===== src/hdl/rvcDec_config.svh =====
// RVC decode stage sizing
// widths shared by the package and the decode blocks

`ifndef RVC_DEC_CONFIG_SVH
`define RVC_DEC_CONFIG_SVH

// internal register selector, covers x0..x31 and the special ids
`define RVC_GPR_W 6

// sign-extended immediate handed to execute
`define RVC_IMM_W 33

// processor mode word
`define RVC_MODE_W 4

// mode word bit positions
`define RVC_MODE_USER 0
`define RVC_MODE_DBG 1

`endif


===== src/hdl/rvcDecPkg.sv =====
// RVC decode types
// instruction format views, register ids and micro-op encodings

`include "rvcDec_config.svh"

package rvcDecPkg;

	typedef struct packed {
		logic [3:0] funct4;
		logic [4:0] rs1;	// also rd
		logic [4:0] rs2;
		logic [1:0] op;
	} crFmt_t;

	typedef struct packed {
		logic [2:0] funct3;
		logic immHi;	// imm[5]
		logic [4:0] rd;
		logic [4:0] immLo;	// imm[4:0]
		logic [1:0] op;
	} ciFmt_t;

	typedef struct packed {
		logic [2:0] funct3;
		logic [5:0] imm;
		logic [4:0] rs2;
		logic [1:0] op;
	} cssFmt_t;

	typedef struct packed {
		logic [2:0] funct3;
		logic [7:0] imm;
		logic [2:0] rdP;
		logic [1:0] op;
	} ciwFmt_t;

	typedef struct packed {
		logic [2:0] funct3;
		logic [2:0] immHi;
		logic [2:0] rs1P;
		logic [1:0] immLo;
		logic [2:0] rdP;
		logic [1:0] op;
	} clFmt_t;

	typedef struct packed {
		logic [2:0] funct3;
		logic [2:0] immHi;	// funct6 low bits on arithmetic forms
		logic [2:0] rs1P;
		logic [1:0] immLo;	// funct2 on arithmetic forms
		logic [2:0] rs2P;
		logic [1:0] op;
	} csFmt_t;

	typedef struct packed {
		logic [2:0] funct3;
		logic [2:0] offHi;
		logic [2:0] rs1P;
		logic [4:0] offLo;
		logic [1:0] op;
	} cbFmt_t;

	typedef struct packed {
		logic [2:0] funct3;
		logic [10:0] target;
		logic [1:0] op;
	} cjFmt_t;

	// one 16-bit word, read through whichever layout the opcode selects
	typedef union packed {
		logic [15:0] raw;
		crFmt_t cr;
		ciFmt_t ci;
		cssFmt_t css;
		ciwFmt_t ciw;
		clFmt_t cl;
		csFmt_t cs;
		cbFmt_t cb;
		cjFmt_t cj;
	} rvcWord_t;

	typedef logic [`RVC_GPR_W-1:0] gprSel_t;

	localparam gprSel_t GR_SP = `RVC_GPR_W'(2);	// plain x2
	localparam gprSel_t GR_ZZR = `RVC_GPR_W'(32);	// reads as zero
	localparam gprSel_t GR_IMM = `RVC_GPR_W'(33);	// immediate operand
	localparam gprSel_t GR_PC = `RVC_GPR_W'(34);

	typedef enum logic [3:0] {
		FMID_INV = 4'd0,
		FMID_REGREG,
		FMID_REGIMM,
		FMID_LDSTDISP,
		FMID_SPDISP,
		FMID_PCDISP,
		FMID_REG,
		FMID_Z
	} fmid_t;

	typedef enum logic [5:0] {
		UCMD_INVOP = 6'd0,
		UCMD_ALU,
		UCMD_MOV,
		UCMD_LD,
		UCMD_ST,
		UCMD_BRA,
		UCMD_JMP,
		UCMD_TRAP
	} nmid_t;

	typedef enum logic [2:0] {
		IXC_AL = 3'd0,
		IXC_EQZ,
		IXC_NEZ
	} ccty_t;

	typedef enum logic [5:0] {
		IX_ADD = 6'd0,
		IX_SUB,
		IX_AND,
		IX_OR,
		IX_XOR,
		IX_SLL,
		IX_SRL,
		IX_SRA,
		IX_LUI,
		IX_WORD	// 32-bit memory access
	} alux_t;

endpackage


===== src/hdl/rvcDecodeLatch.sv =====
// RVC decode output register
// loads the micro-op on issue, freezes under hold,
// keeps a sticky record of the first illegal word

`timescale 1ns/1ps
`include "rvcDec_config.svh"

module rvcDecodeLatch (
	input logic clock,
	input logic rstN,
	input logic issue,
	input logic hold,
	input rvcDecPkg::rvcWord_t istrWord,
	input rvcDecPkg::fmid_t fmid,
	input rvcDecPkg::nmid_t nmid,
	input rvcDecPkg::ccty_t ccty,
	input rvcDecPkg::alux_t aluIx,
	input rvcDecPkg::gprSel_t regN,
	input rvcDecPkg::gprSel_t regM,
	input rvcDecPkg::gprSel_t regO,
	input logic [`RVC_IMM_W-1:0] imm,
	output logic idValid,
	output rvcDecPkg::gprSel_t idRegN,
	output rvcDecPkg::gprSel_t idRegM,
	output rvcDecPkg::gprSel_t idRegO,
	output logic [`RVC_IMM_W-1:0] idImm,
	output logic [8:0] idUCmd,
	output logic [8:0] idUIxt,
	output logic idInvalid,
	output logic illegalSeen,
	output logic [15:0] illegalWord
);

	logic accept;
	logic badOp;
	logic wordAcc;

	assign accept = issue && !hold;
	assign badOp = (fmid == rvcDecPkg::FMID_INV);
	assign wordAcc = (aluIx == rvcDecPkg::IX_WORD);	// memory word flag

	always_ff @(posedge clock) begin
		if (!rstN) begin
			idValid <= 1'b0;
			idRegN <= rvcDecPkg::GR_ZZR;
			idRegM <= rvcDecPkg::GR_ZZR;
			idRegO <= rvcDecPkg::GR_ZZR;
			idImm <= '0;
			idUCmd <= {rvcDecPkg::IXC_AL, rvcDecPkg::UCMD_INVOP};
			idUIxt <= '0;
			idInvalid <= 1'b0;
		end else if (!hold) begin
			idValid <= issue;
			if (issue) begin
				idRegN <= regN;
				idRegM <= regM;
				idRegO <= regO;
				idImm <= imm;
				idUCmd <= {ccty, nmid};	// condition then operation
				idUIxt <= {wordAcc, 2'b00, aluIx};
				idInvalid <= badOp;
			end
		end
	end

	always_ff @(posedge clock) begin
		if (!rstN) begin
			illegalSeen <= 1'b0;
			illegalWord <= '0;
		end else if (accept && badOp && !illegalSeen) begin	// first one only
			illegalSeen <= 1'b1;
			illegalWord <= istrWord.raw;
		end
	end

endmodule


===== src/hdl/rvcDecodeStage.sv =====
// RVC decode stage top
// two parallel decoders feeding the output register

`timescale 1ns/1ps
`include "rvcDec_config.svh"

module rvcDecodeStage (
	input logic clock,
	input logic rstN,
	input rvcDecPkg::rvcWord_t istrWord,
	input logic issue,
	input logic [`RVC_MODE_W-1:0] srMod,
	input logic hold,
	output logic idValid,
	output rvcDecPkg::gprSel_t idRegN,
	output rvcDecPkg::gprSel_t idRegM,
	output rvcDecPkg::gprSel_t idRegO,
	output logic [`RVC_IMM_W-1:0] idImm,
	output logic [8:0] idUCmd,
	output logic [8:0] idUIxt,
	output logic idInvalid,
	output logic illegalSeen,
	output logic [15:0] illegalWord
);

	rvcDecPkg::fmid_t fmid;
	rvcDecPkg::nmid_t nmid;
	rvcDecPkg::ccty_t ccty;
	rvcDecPkg::alux_t aluIx;
	logic memWord;
	rvcDecPkg::gprSel_t regN;
	rvcDecPkg::gprSel_t regM;
	rvcDecPkg::gprSel_t regO;
	logic [`RVC_IMM_W-1:0] imm;

	rvcFormatDecode uFormat (
		.istrWord(istrWord),
		.srMod(srMod),
		.fmid(fmid),
		.nmid(nmid),
		.ccty(ccty),
		.aluIx(aluIx),
		.memWord(memWord)
	);

	rvcOperandSelect uOperand (
		.istrWord(istrWord),
		.fmid(fmid),
		.memWord(memWord),
		.regN(regN),
		.regM(regM),
		.regO(regO),
		.imm(imm)
	);

	rvcDecodeLatch uLatch (
		.clock(clock),
		.rstN(rstN),
		.issue(issue),
		.hold(hold),
		.istrWord(istrWord),
		.fmid(fmid),
		.nmid(nmid),
		.ccty(ccty),
		.aluIx(aluIx),
		.regN(regN),
		.regM(regM),
		.regO(regO),
		.imm(imm),
		.idValid(idValid),
		.idRegN(idRegN),
		.idRegM(idRegM),
		.idRegO(idRegO),
		.idImm(idImm),
		.idUCmd(idUCmd),
		.idUIxt(idUIxt),
		.idInvalid(idInvalid),
		.illegalSeen(illegalSeen),
		.illegalWord(illegalWord)
	);

endmodule


===== src/hdl/rvcFormatDecode.sv =====
// RVC format classifier
// opcode and funct match giving format, operation, condition and sub-op,
// with the reserved-encoding rules and the user-mode trap check

`timescale 1ns/1ps
`include "rvcDec_config.svh"

module rvcFormatDecode (
	input rvcDecPkg::rvcWord_t istrWord,
	input logic [`RVC_MODE_W-1:0] srMod,
	output rvcDecPkg::fmid_t fmid,
	output rvcDecPkg::nmid_t nmid,
	output rvcDecPkg::ccty_t ccty,
	output rvcDecPkg::alux_t aluIx,
	output logic memWord
);

	logic usrReject;	// form needs supervisor or debug
	logic privOk;

	// supervisor mode, or user mode with the debug grant
	assign privOk = !srMod[`RVC_MODE_USER] || srMod[`RVC_MODE_DBG];

	always_comb begin
		fmid = rvcDecPkg::FMID_INV;
		nmid = rvcDecPkg::UCMD_INVOP;
		ccty = rvcDecPkg::IXC_AL;
		aluIx = rvcDecPkg::IX_ADD;
		memWord = 1'b0;
		usrReject = 1'b0;

		case ({istrWord.ci.op, istrWord.ci.funct3})
			5'b00_000: begin	// c.addi4spn
				if (istrWord.ciw.imm != 8'd0) begin
					fmid = rvcDecPkg::FMID_SPDISP;
					nmid = rvcDecPkg::UCMD_ALU;
				end
			end
			5'b00_010, 5'b00_110: begin	// c.lw, c.sw
				fmid = rvcDecPkg::FMID_LDSTDISP;
				if (istrWord.ci.funct3[2])
					nmid = rvcDecPkg::UCMD_ST;
				else
					nmid = rvcDecPkg::UCMD_LD;
				aluIx = rvcDecPkg::IX_WORD;
				memWord = 1'b1;
			end
			5'b01_000: begin	// c.addi
				fmid = rvcDecPkg::FMID_REGIMM;
				nmid = rvcDecPkg::UCMD_ALU;
			end
			5'b01_010: begin	// c.li
				fmid = rvcDecPkg::FMID_REGIMM;
				nmid = rvcDecPkg::UCMD_MOV;
			end
			5'b01_011: begin	// c.lui, c.addi16sp is not supported
				if ({istrWord.ci.immHi, istrWord.ci.immLo} != 6'd0 &&
						istrWord.ci.rd != 5'd0 && istrWord.ci.rd != 5'd2) begin
					fmid = rvcDecPkg::FMID_REGIMM;
					nmid = rvcDecPkg::UCMD_MOV;
					aluIx = rvcDecPkg::IX_LUI;
				end
			end
			5'b01_100: begin
				case (istrWord.cb.offHi[1:0])
					2'b00, 2'b01: begin	// c.srli, c.srai
						if (!istrWord.cb.offHi[2]) begin	// shamt[5] is rv64 only
							fmid = rvcDecPkg::FMID_REGIMM;
							nmid = rvcDecPkg::UCMD_ALU;
							if (istrWord.cb.offHi[0])
								aluIx = rvcDecPkg::IX_SRA;
							else
								aluIx = rvcDecPkg::IX_SRL;
						end
					end
					2'b10: begin	// c.andi
						fmid = rvcDecPkg::FMID_REGIMM;
						nmid = rvcDecPkg::UCMD_ALU;
						aluIx = rvcDecPkg::IX_AND;
					end
					default: begin	// register arithmetic
						if (!istrWord.cs.immHi[2]) begin	// subw/addw dropped
							fmid = rvcDecPkg::FMID_REGREG;
							nmid = rvcDecPkg::UCMD_ALU;
							case (istrWord.cs.immLo)
								2'b00: aluIx = rvcDecPkg::IX_SUB;
								2'b01: aluIx = rvcDecPkg::IX_XOR;
								2'b10: aluIx = rvcDecPkg::IX_OR;
								default: aluIx = rvcDecPkg::IX_AND;
							endcase
						end
					end
				endcase
			end
			5'b01_101: begin	// c.j
				fmid = rvcDecPkg::FMID_PCDISP;
				nmid = rvcDecPkg::UCMD_JMP;
			end
			5'b01_110, 5'b01_111: begin	// c.beqz, c.bnez
				fmid = rvcDecPkg::FMID_PCDISP;
				nmid = rvcDecPkg::UCMD_BRA;
				if (istrWord.ci.funct3[0])
					ccty = rvcDecPkg::IXC_NEZ;
				else
					ccty = rvcDecPkg::IXC_EQZ;
			end
			5'b10_000: begin	// c.slli
				if (!istrWord.ci.immHi) begin
					fmid = rvcDecPkg::FMID_REGIMM;
					nmid = rvcDecPkg::UCMD_ALU;
					aluIx = rvcDecPkg::IX_SLL;
				end
			end
			5'b10_010, 5'b10_110: begin	// c.lwsp, c.swsp
				fmid = rvcDecPkg::FMID_SPDISP;
				if (istrWord.ci.funct3[2])
					nmid = rvcDecPkg::UCMD_ST;
				else
					nmid = rvcDecPkg::UCMD_LD;
				aluIx = rvcDecPkg::IX_WORD;
				memWord = 1'b1;
			end
			5'b10_100: begin
				if (istrWord.cr.rs2 != 5'd0) begin	// c.mv, c.add
					fmid = rvcDecPkg::FMID_REGREG;
					if (istrWord.cr.funct4[0])
						nmid = rvcDecPkg::UCMD_ALU;
					else
						nmid = rvcDecPkg::UCMD_MOV;
				end else if (!istrWord.cr.funct4[0]) begin
					if (istrWord.cr.rs1 != 5'd0) begin	// c.jr
						fmid = rvcDecPkg::FMID_REG;
						nmid = rvcDecPkg::UCMD_JMP;
					end
				end else if (istrWord.cr.rs1 == 5'd0) begin	// c.ebreak
					fmid = rvcDecPkg::FMID_Z;
					nmid = rvcDecPkg::UCMD_TRAP;
					usrReject = 1'b1;
				end
			end
			default: ;	// fp, rv64 forms, c.jal, 32-bit words
		endcase

		if (usrReject && !privOk) begin
			fmid = rvcDecPkg::FMID_INV;
			nmid = rvcDecPkg::UCMD_INVOP;
		end
	end

endmodule


===== src/hdl/rvcOperandSelect.sv =====
// RVC operand builder
// register selectors and the 33-bit immediate per format id

`timescale 1ns/1ps
`include "rvcDec_config.svh"

module rvcOperandSelect (
	input rvcDecPkg::rvcWord_t istrWord,
	input rvcDecPkg::fmid_t fmid,
	input logic memWord,
	output rvcDecPkg::gprSel_t regN,
	output rvcDecPkg::gprSel_t regM,
	output rvcDecPkg::gprSel_t regO,
	output logic [`RVC_IMM_W-1:0] imm
);

	// 5-bit field, x0 reads as the zero register
	function automatic rvcDecPkg::gprSel_t fullReg(input logic [4:0] f);
		return (f == 5'd0) ? rvcDecPkg::GR_ZZR : {1'b0, f};
	endfunction

	// 3-bit field covers x8..x15
	function automatic rvcDecPkg::gprSel_t primeReg(input logic [2:0] f);
		return {3'b001, f};
	endfunction

	logic [1:0] quad;
	logic [2:0] f3;
	logic [15:0] w;	// raw bits for the scrambles
	rvcDecPkg::gprSel_t selRd;
	rvcDecPkg::gprSel_t selRs2;
	rvcDecPkg::gprSel_t selRdP;
	rvcDecPkg::gprSel_t selRs1P;
	logic [`RVC_IMM_W-1:0] immCi;
	logic [`RVC_IMM_W-1:0] immShamt;
	logic [`RVC_IMM_W-1:0] immLui;
	logic [`RVC_IMM_W-1:0] immCiw;
	logic [`RVC_IMM_W-1:0] immCl;
	logic [`RVC_IMM_W-1:0] immLwsp;
	logic [`RVC_IMM_W-1:0] immSwsp;
	logic [`RVC_IMM_W-1:0] immCj;
	logic [`RVC_IMM_W-1:0] immCb;

	assign quad = istrWord.ci.op;
	assign f3 = istrWord.ci.funct3;
	assign w = istrWord.raw;

	assign selRd = fullReg(istrWord.ci.rd);	// also cr rs1
	assign selRs2 = fullReg(istrWord.css.rs2);
	assign selRdP = primeReg(istrWord.cl.rdP);	// rd' and rs2' share bits 4:2
	assign selRs1P = primeReg(istrWord.cb.rs1P);

	assign immCi = {{27{istrWord.ci.immHi}}, istrWord.ci.immHi, istrWord.ci.immLo};
	assign immShamt = {27'd0, istrWord.ci.immHi, istrWord.ci.immLo};
	assign immLui = {{15{istrWord.ci.immHi}}, istrWord.ci.immHi, istrWord.ci.immLo, 12'd0};
	assign immCiw = {23'd0, w[10:7], w[12:11], w[5], w[6], 2'b00};	// nzuimm[9:2]
	assign immCl = {26'd0, w[5], w[12:10], w[6], 2'b00};
	assign immLwsp = {25'd0, w[3:2], w[12], w[6:4], 2'b00};
	assign immSwsp = {25'd0, w[8:7], w[12:9], 2'b00};
	assign immCj = {{21{w[12]}}, w[12], w[8], w[10:9], w[6], w[7], w[2], w[11], w[5:3], 1'b0};
	assign immCb = {{24{w[12]}}, w[12], w[6:5], w[2], w[11:10], w[4:3], 1'b0};

	always_comb begin
		regN = rvcDecPkg::GR_ZZR;
		regM = rvcDecPkg::GR_ZZR;
		regO = rvcDecPkg::GR_ZZR;
		imm = '0;

		case (fmid)
			rvcDecPkg::FMID_REGREG: begin
				if (quad == 2'b10) begin	// c.mv leaves M empty
					regN = selRd;
					regM = istrWord.cr.funct4[0] ? selRd : rvcDecPkg::GR_ZZR;
					regO = selRs2;
				end else begin
					regN = selRs1P;
					regM = selRs1P;
					regO = selRdP;
				end
			end
			rvcDecPkg::FMID_REGIMM: begin
				regO = rvcDecPkg::GR_IMM;
				if (quad == 2'b01 && f3[2]) begin	// srli, srai, andi
					regN = selRs1P;
					regM = selRs1P;
					imm = (istrWord.cb.offHi[1:0] == 2'b10) ? immCi : immShamt;
				end else if (quad == 2'b01 && f3[1]) begin	// c.li, c.lui
					regN = selRd;
					imm = f3[0] ? immLui : immCi;
				end else begin	// c.addi, c.slli
					regN = selRd;
					regM = selRd;
					imm = (quad == 2'b10) ? immShamt : immCi;
				end
			end
			rvcDecPkg::FMID_LDSTDISP: begin
				regN = selRdP;
				regM = selRs1P;
				regO = rvcDecPkg::GR_IMM;
				imm = immCl;
			end
			rvcDecPkg::FMID_SPDISP: begin
				regM = rvcDecPkg::GR_SP;
				regO = rvcDecPkg::GR_IMM;
				if (!memWord) begin	// c.addi4spn
					regN = selRdP;
					imm = immCiw;
				end else if (f3[2]) begin
					regN = selRs2;
					imm = immSwsp;
				end else begin
					regN = selRd;
					imm = immLwsp;
				end
			end
			rvcDecPkg::FMID_PCDISP: begin
				regM = rvcDecPkg::GR_PC;
				regO = rvcDecPkg::GR_IMM;
				if (istrWord.cj.funct3 == 3'b101) begin
					imm = immCj;
				end else begin	// branch tests rs1'
					regN = selRs1P;
					imm = immCb;
				end
			end
			rvcDecPkg::FMID_REG: regM = selRd;	// jump target
			default: ;	// invalid and trap carry no operands
		endcase
	end

endmodule


===== config.mk =====
export PLATFORM = sky130hd
export DESIGN_NAME = rvcDecodeStage
export DESIGN_NICKNAME = d
export VERILOG_FILES = /design/src/hdl/rvcDecPkg.sv /design/src/hdl/rvcDecodeLatch.sv /design/src/hdl/rvcDecodeStage.sv /design/src/hdl/rvcFormatDecode.sv /design/src/hdl/rvcOperandSelect.sv
export VERILOG_INCLUDE_DIRS = /design/src /design/src/hdl
export SDC_FILE = /design/constraint.sdc
export NUM_CORES = 1
export LEC_CHECK = 0
export BUFFER_PORTS_ARGS = -buffer_cell sky130_fd_sc_hd__buf_2
export CAP_MARGIN = 20
export CELL_PAD_IN_SITES_DETAIL_PLACEMENT = 0
export CELL_PAD_IN_SITES_GLOBAL_PLACEMENT = 1
export CORE_UTILIZATION = 30
export CTS_BUF_LIST = sky130_fd_sc_hd__clkbuf_8
export CTS_CLUSTER_SIZE = 24
export DETAILED_ROUTE_END_ITERATION = 10
export HOLD_SLACK_MARGIN = 0.1
export PLACE_DENSITY = 0.73
export SYNTH_ARGS = -nofsm -noshare
export SYNTH_HDL_FRONTEND = slang
export SYNTH_SLANG_ARGS = --single-unit

===== constraint.sdc =====
create_clock -name clock -period 3.64 [get_ports clock]
set_input_delay 0.182 -clock clock [delete_from_list [all_inputs] [get_ports clock]]
set_output_delay 0.182 -clock clock [all_outputs]
set_load 0.01 [all_outputs]

==> impl_metrics.yaml <==
run_status:
  outcome: "complete, no violations"
grt:
  overflow: 0
  grt_start_max_net_pins: 54
  antenna_found_initial: 0
  grt_usage_pct: 21.6
  grt_pass1_vias: 3702
  grt_pass1_wl_um: 21300
timing:
  tightestPinTransition_ps: 912
  hold_viol: 0
  finalSetupViolCount: 0
  whs_ps: 119
  fin_ws_ps: 851
  grt_setup_unrepaired: "no"
  period_needed_ps: 2790
  slew_viol_final: 0
  max_freq_ghz: 0.359
  period_share_pct: 76.6
  setup_tns_ps: 0
  clock_skew_ps: 9.80
  relSlewSlack_pct: 39.1
route:
  drc: 0
  ant_nets: 0
  viasPerCell: 5.37
  dr.first_iter.drc_count: 393
  wirelength_um: 13800
  num_vias: 3934
  wl_per_cell_um: 18.9
  dr.pass1.iters: 5
synthesis:
  ys_top_cells_by_area: "dfxtp_1 34%, nand2_1 5.6%, o21ai_0 5.0%, mux2i_1 4.7%, buf_4 4.5%"
  ys.flop_type: "dfxtp_1"
  synth_top_area_share_pct: 34.0
  avgSynthCellArea_sq_um: 7.92
  synth_compound_area_share_pct: 25.4
  synth_xor_area_share_pct: 0
  synth-seq-area-share_pct: 34.0
  ys_warn_count: 0
  synth-edff-count: 0
  ys_types: 67
  synthCells: 483
  ys_ff_latch: 65
  async_reset_ff_share_pct: 0
  muxShareOfSynthArea_pct: 4.71
  synth_fa_ha_area_share_pct: 0.654
  synth_top_family_by_area: "compound AO/OA/AOI/OAI gates"
  yosysTopAreaCell: "dfxtp_1"
  synth-simple-area-share_pct: 25.4
  yosysMostFrequentCell: "dfxtp_1"
  synth_common_cells: "65 x dfxtp_1, 57 x nand2_1, 38 x nor2_1, 38 x o21ai_0, 25 x a21oi_1"
  syn_area_sq_um: 3830
min_path:
  hp-class: "input pin to register"
placement:
  place_congestion: 0.935
  place_ws_ps: 545
  port-buffer-count: 101
  place_hpwl_um: 9850
  dp.cells: 717
clock_network:
  cts_inserted_buffers: 9
  post_cts_buffers: 0
  cts_tree: "done"
  clkLatencyLatePin_ps: 360
  path_clk_slew_ps: 70
  ctsHoldBuffers: 0
  htreeDepth: 3
  clockBufferDepth: 2
  ctsRootBufferMaster: "clkbuf_8"
  postCtsResizedCells: 0
  clock_sinks: 65
worst_setup_path:
  crit_path_end_kind: "register"
  criticalPathCategory: "input pin to register"
  crit_path_start_kind: "input pin"
  crit_arrival_ps: 3060
  cp_data_required_time_ps: 3910
  path_max_fanout: 4
layout:
  antenna_cells: 0
  num-nets-final: 586
  stdcell_count: 733
  area_growth_pct: 18.5
  fin_util_pct: 37.1
  drive_gt1_share_pct: 26.4
die:
  rows: 40
  start_util_pct: 31.3
  ios: 112
  die_area_sq_um: 13200
  die_w_um: 115
  design.core.area_sq_um: 12200
  die_y_um: 115
job:
  cap_viol_max_count: 0
pwr:
  p_leak_nw: 2.04
  ir_worst_vdd_uv: 201
  p_per_area_nw_per_um2: 354
registers in the layout, summed over array words and instances (netlist names), 5 cells and up:
name and flops:
uLatch.idRegM 6, uLatch.idImm 18, uLatch.idRegN 6, uLatch.idRegO 6, uLatch.idUCmd 5, uLatch.illegalWord 16
uLatch.idUIxt 5
routing by layer:
| layer | share of wire, % | GRT usage (%) | wire, um | vias to the layer above |
|---|---|---|---|---|
| met3 | 6.8 | 4.53 | 942 | 25 |
| met2 | 44 | 33.5 | 6130 | 184 |
| met5 | 0 | 0 | 0 | - |
| met1 | 47 | 29.7 | 6470 | 1868 |
| met4 | 2.2 | 7.10 | 300 | 0 |
| li1 | - | - | - | 1857 |
cells by family (layout without fill, tap and decap cells):
kind of cell	count (synthesis)	in the layout
flip-flops	65	65
AO/OA/AOI/OAI	138	138
multiplexers	18	18
other	1	8
AND/OR/NAND/NOR	191	191
buffers and inverters	68	143
adder cells (fa/ha/maj)	2	2
stage by stage:
step | area, sq um | total power [W]
6_report | 4540 | 0.00161
4_1_cts | 4540 | 0.00162
3_5_place_dp | 4380 | 0.00110
3_3_place_gp | 4380 | 0.00110
5_1_grt | 4540 | 0.00169
2_1_floorplan | 3850 | 0.000988
worst max-delay path: stages:
cell and delay (ps):
buf_2 130, or4_1 620, nor2_1 180, inv_1 60, ha_1 310, nand4_1 200, nor2b_1 330, nand3_2 150
o32a_1 440, o221a_1 270, a211oi_2 190
placed cells by master (no fill, tap or decap), types with 9 or more instances in the layout:
master    synthesis  routed
buf_4            23      18
a21boi_0         11      11
a31oi_1           9       9
nor2_1           38      38
nand2_1          57      57
clkbuf_8          0       9
o21ai_0          38      38
inv_1             7      10
a21oi_1          25      25
mux2i_1          18      18
dfxtp_1          65      65
buf_2            12     101
nand3_1          16      16
nor2b_1          24      23
path summary, 6_finish.rpt:
path	slack [ps]	depth (start not counted)	end	startpoint
setup / recovery	850	11	uLatch.idRegM[3]	istrWord[7]
hold / removal	120	3	uLatch.idValid	hold
setup reg to reg	2200	6	uLatch.illegalWord[12]	uLatch.illegalSeen
hold reg to reg	440	2	uLatch.idImm[1]	uLatch.idImm[1]
report_power, final:
| group | switching, W | internal [W] |
|---|---|---|
| logic | 0.000218 | 0.000120 |
| clock network | 0.000281 | 0.000235 |
| registers | 0.0000148 | 0.000739 |
| total | 0.000514 | 0.00109 |
area by class of cell:
type | instances | area [sq um]
fill | 1351 | 7680
sequential | 65 | 1300
clock inverter | 7 | 31.3
tap | 168 | 210
multi-input combinational | 357 | 2180
clock buffer | 9 | 124
inverter | 7 | 26.3
timing repair buffer | 120 | 661
Note: power is estimated with default switching activity, not from simulation.
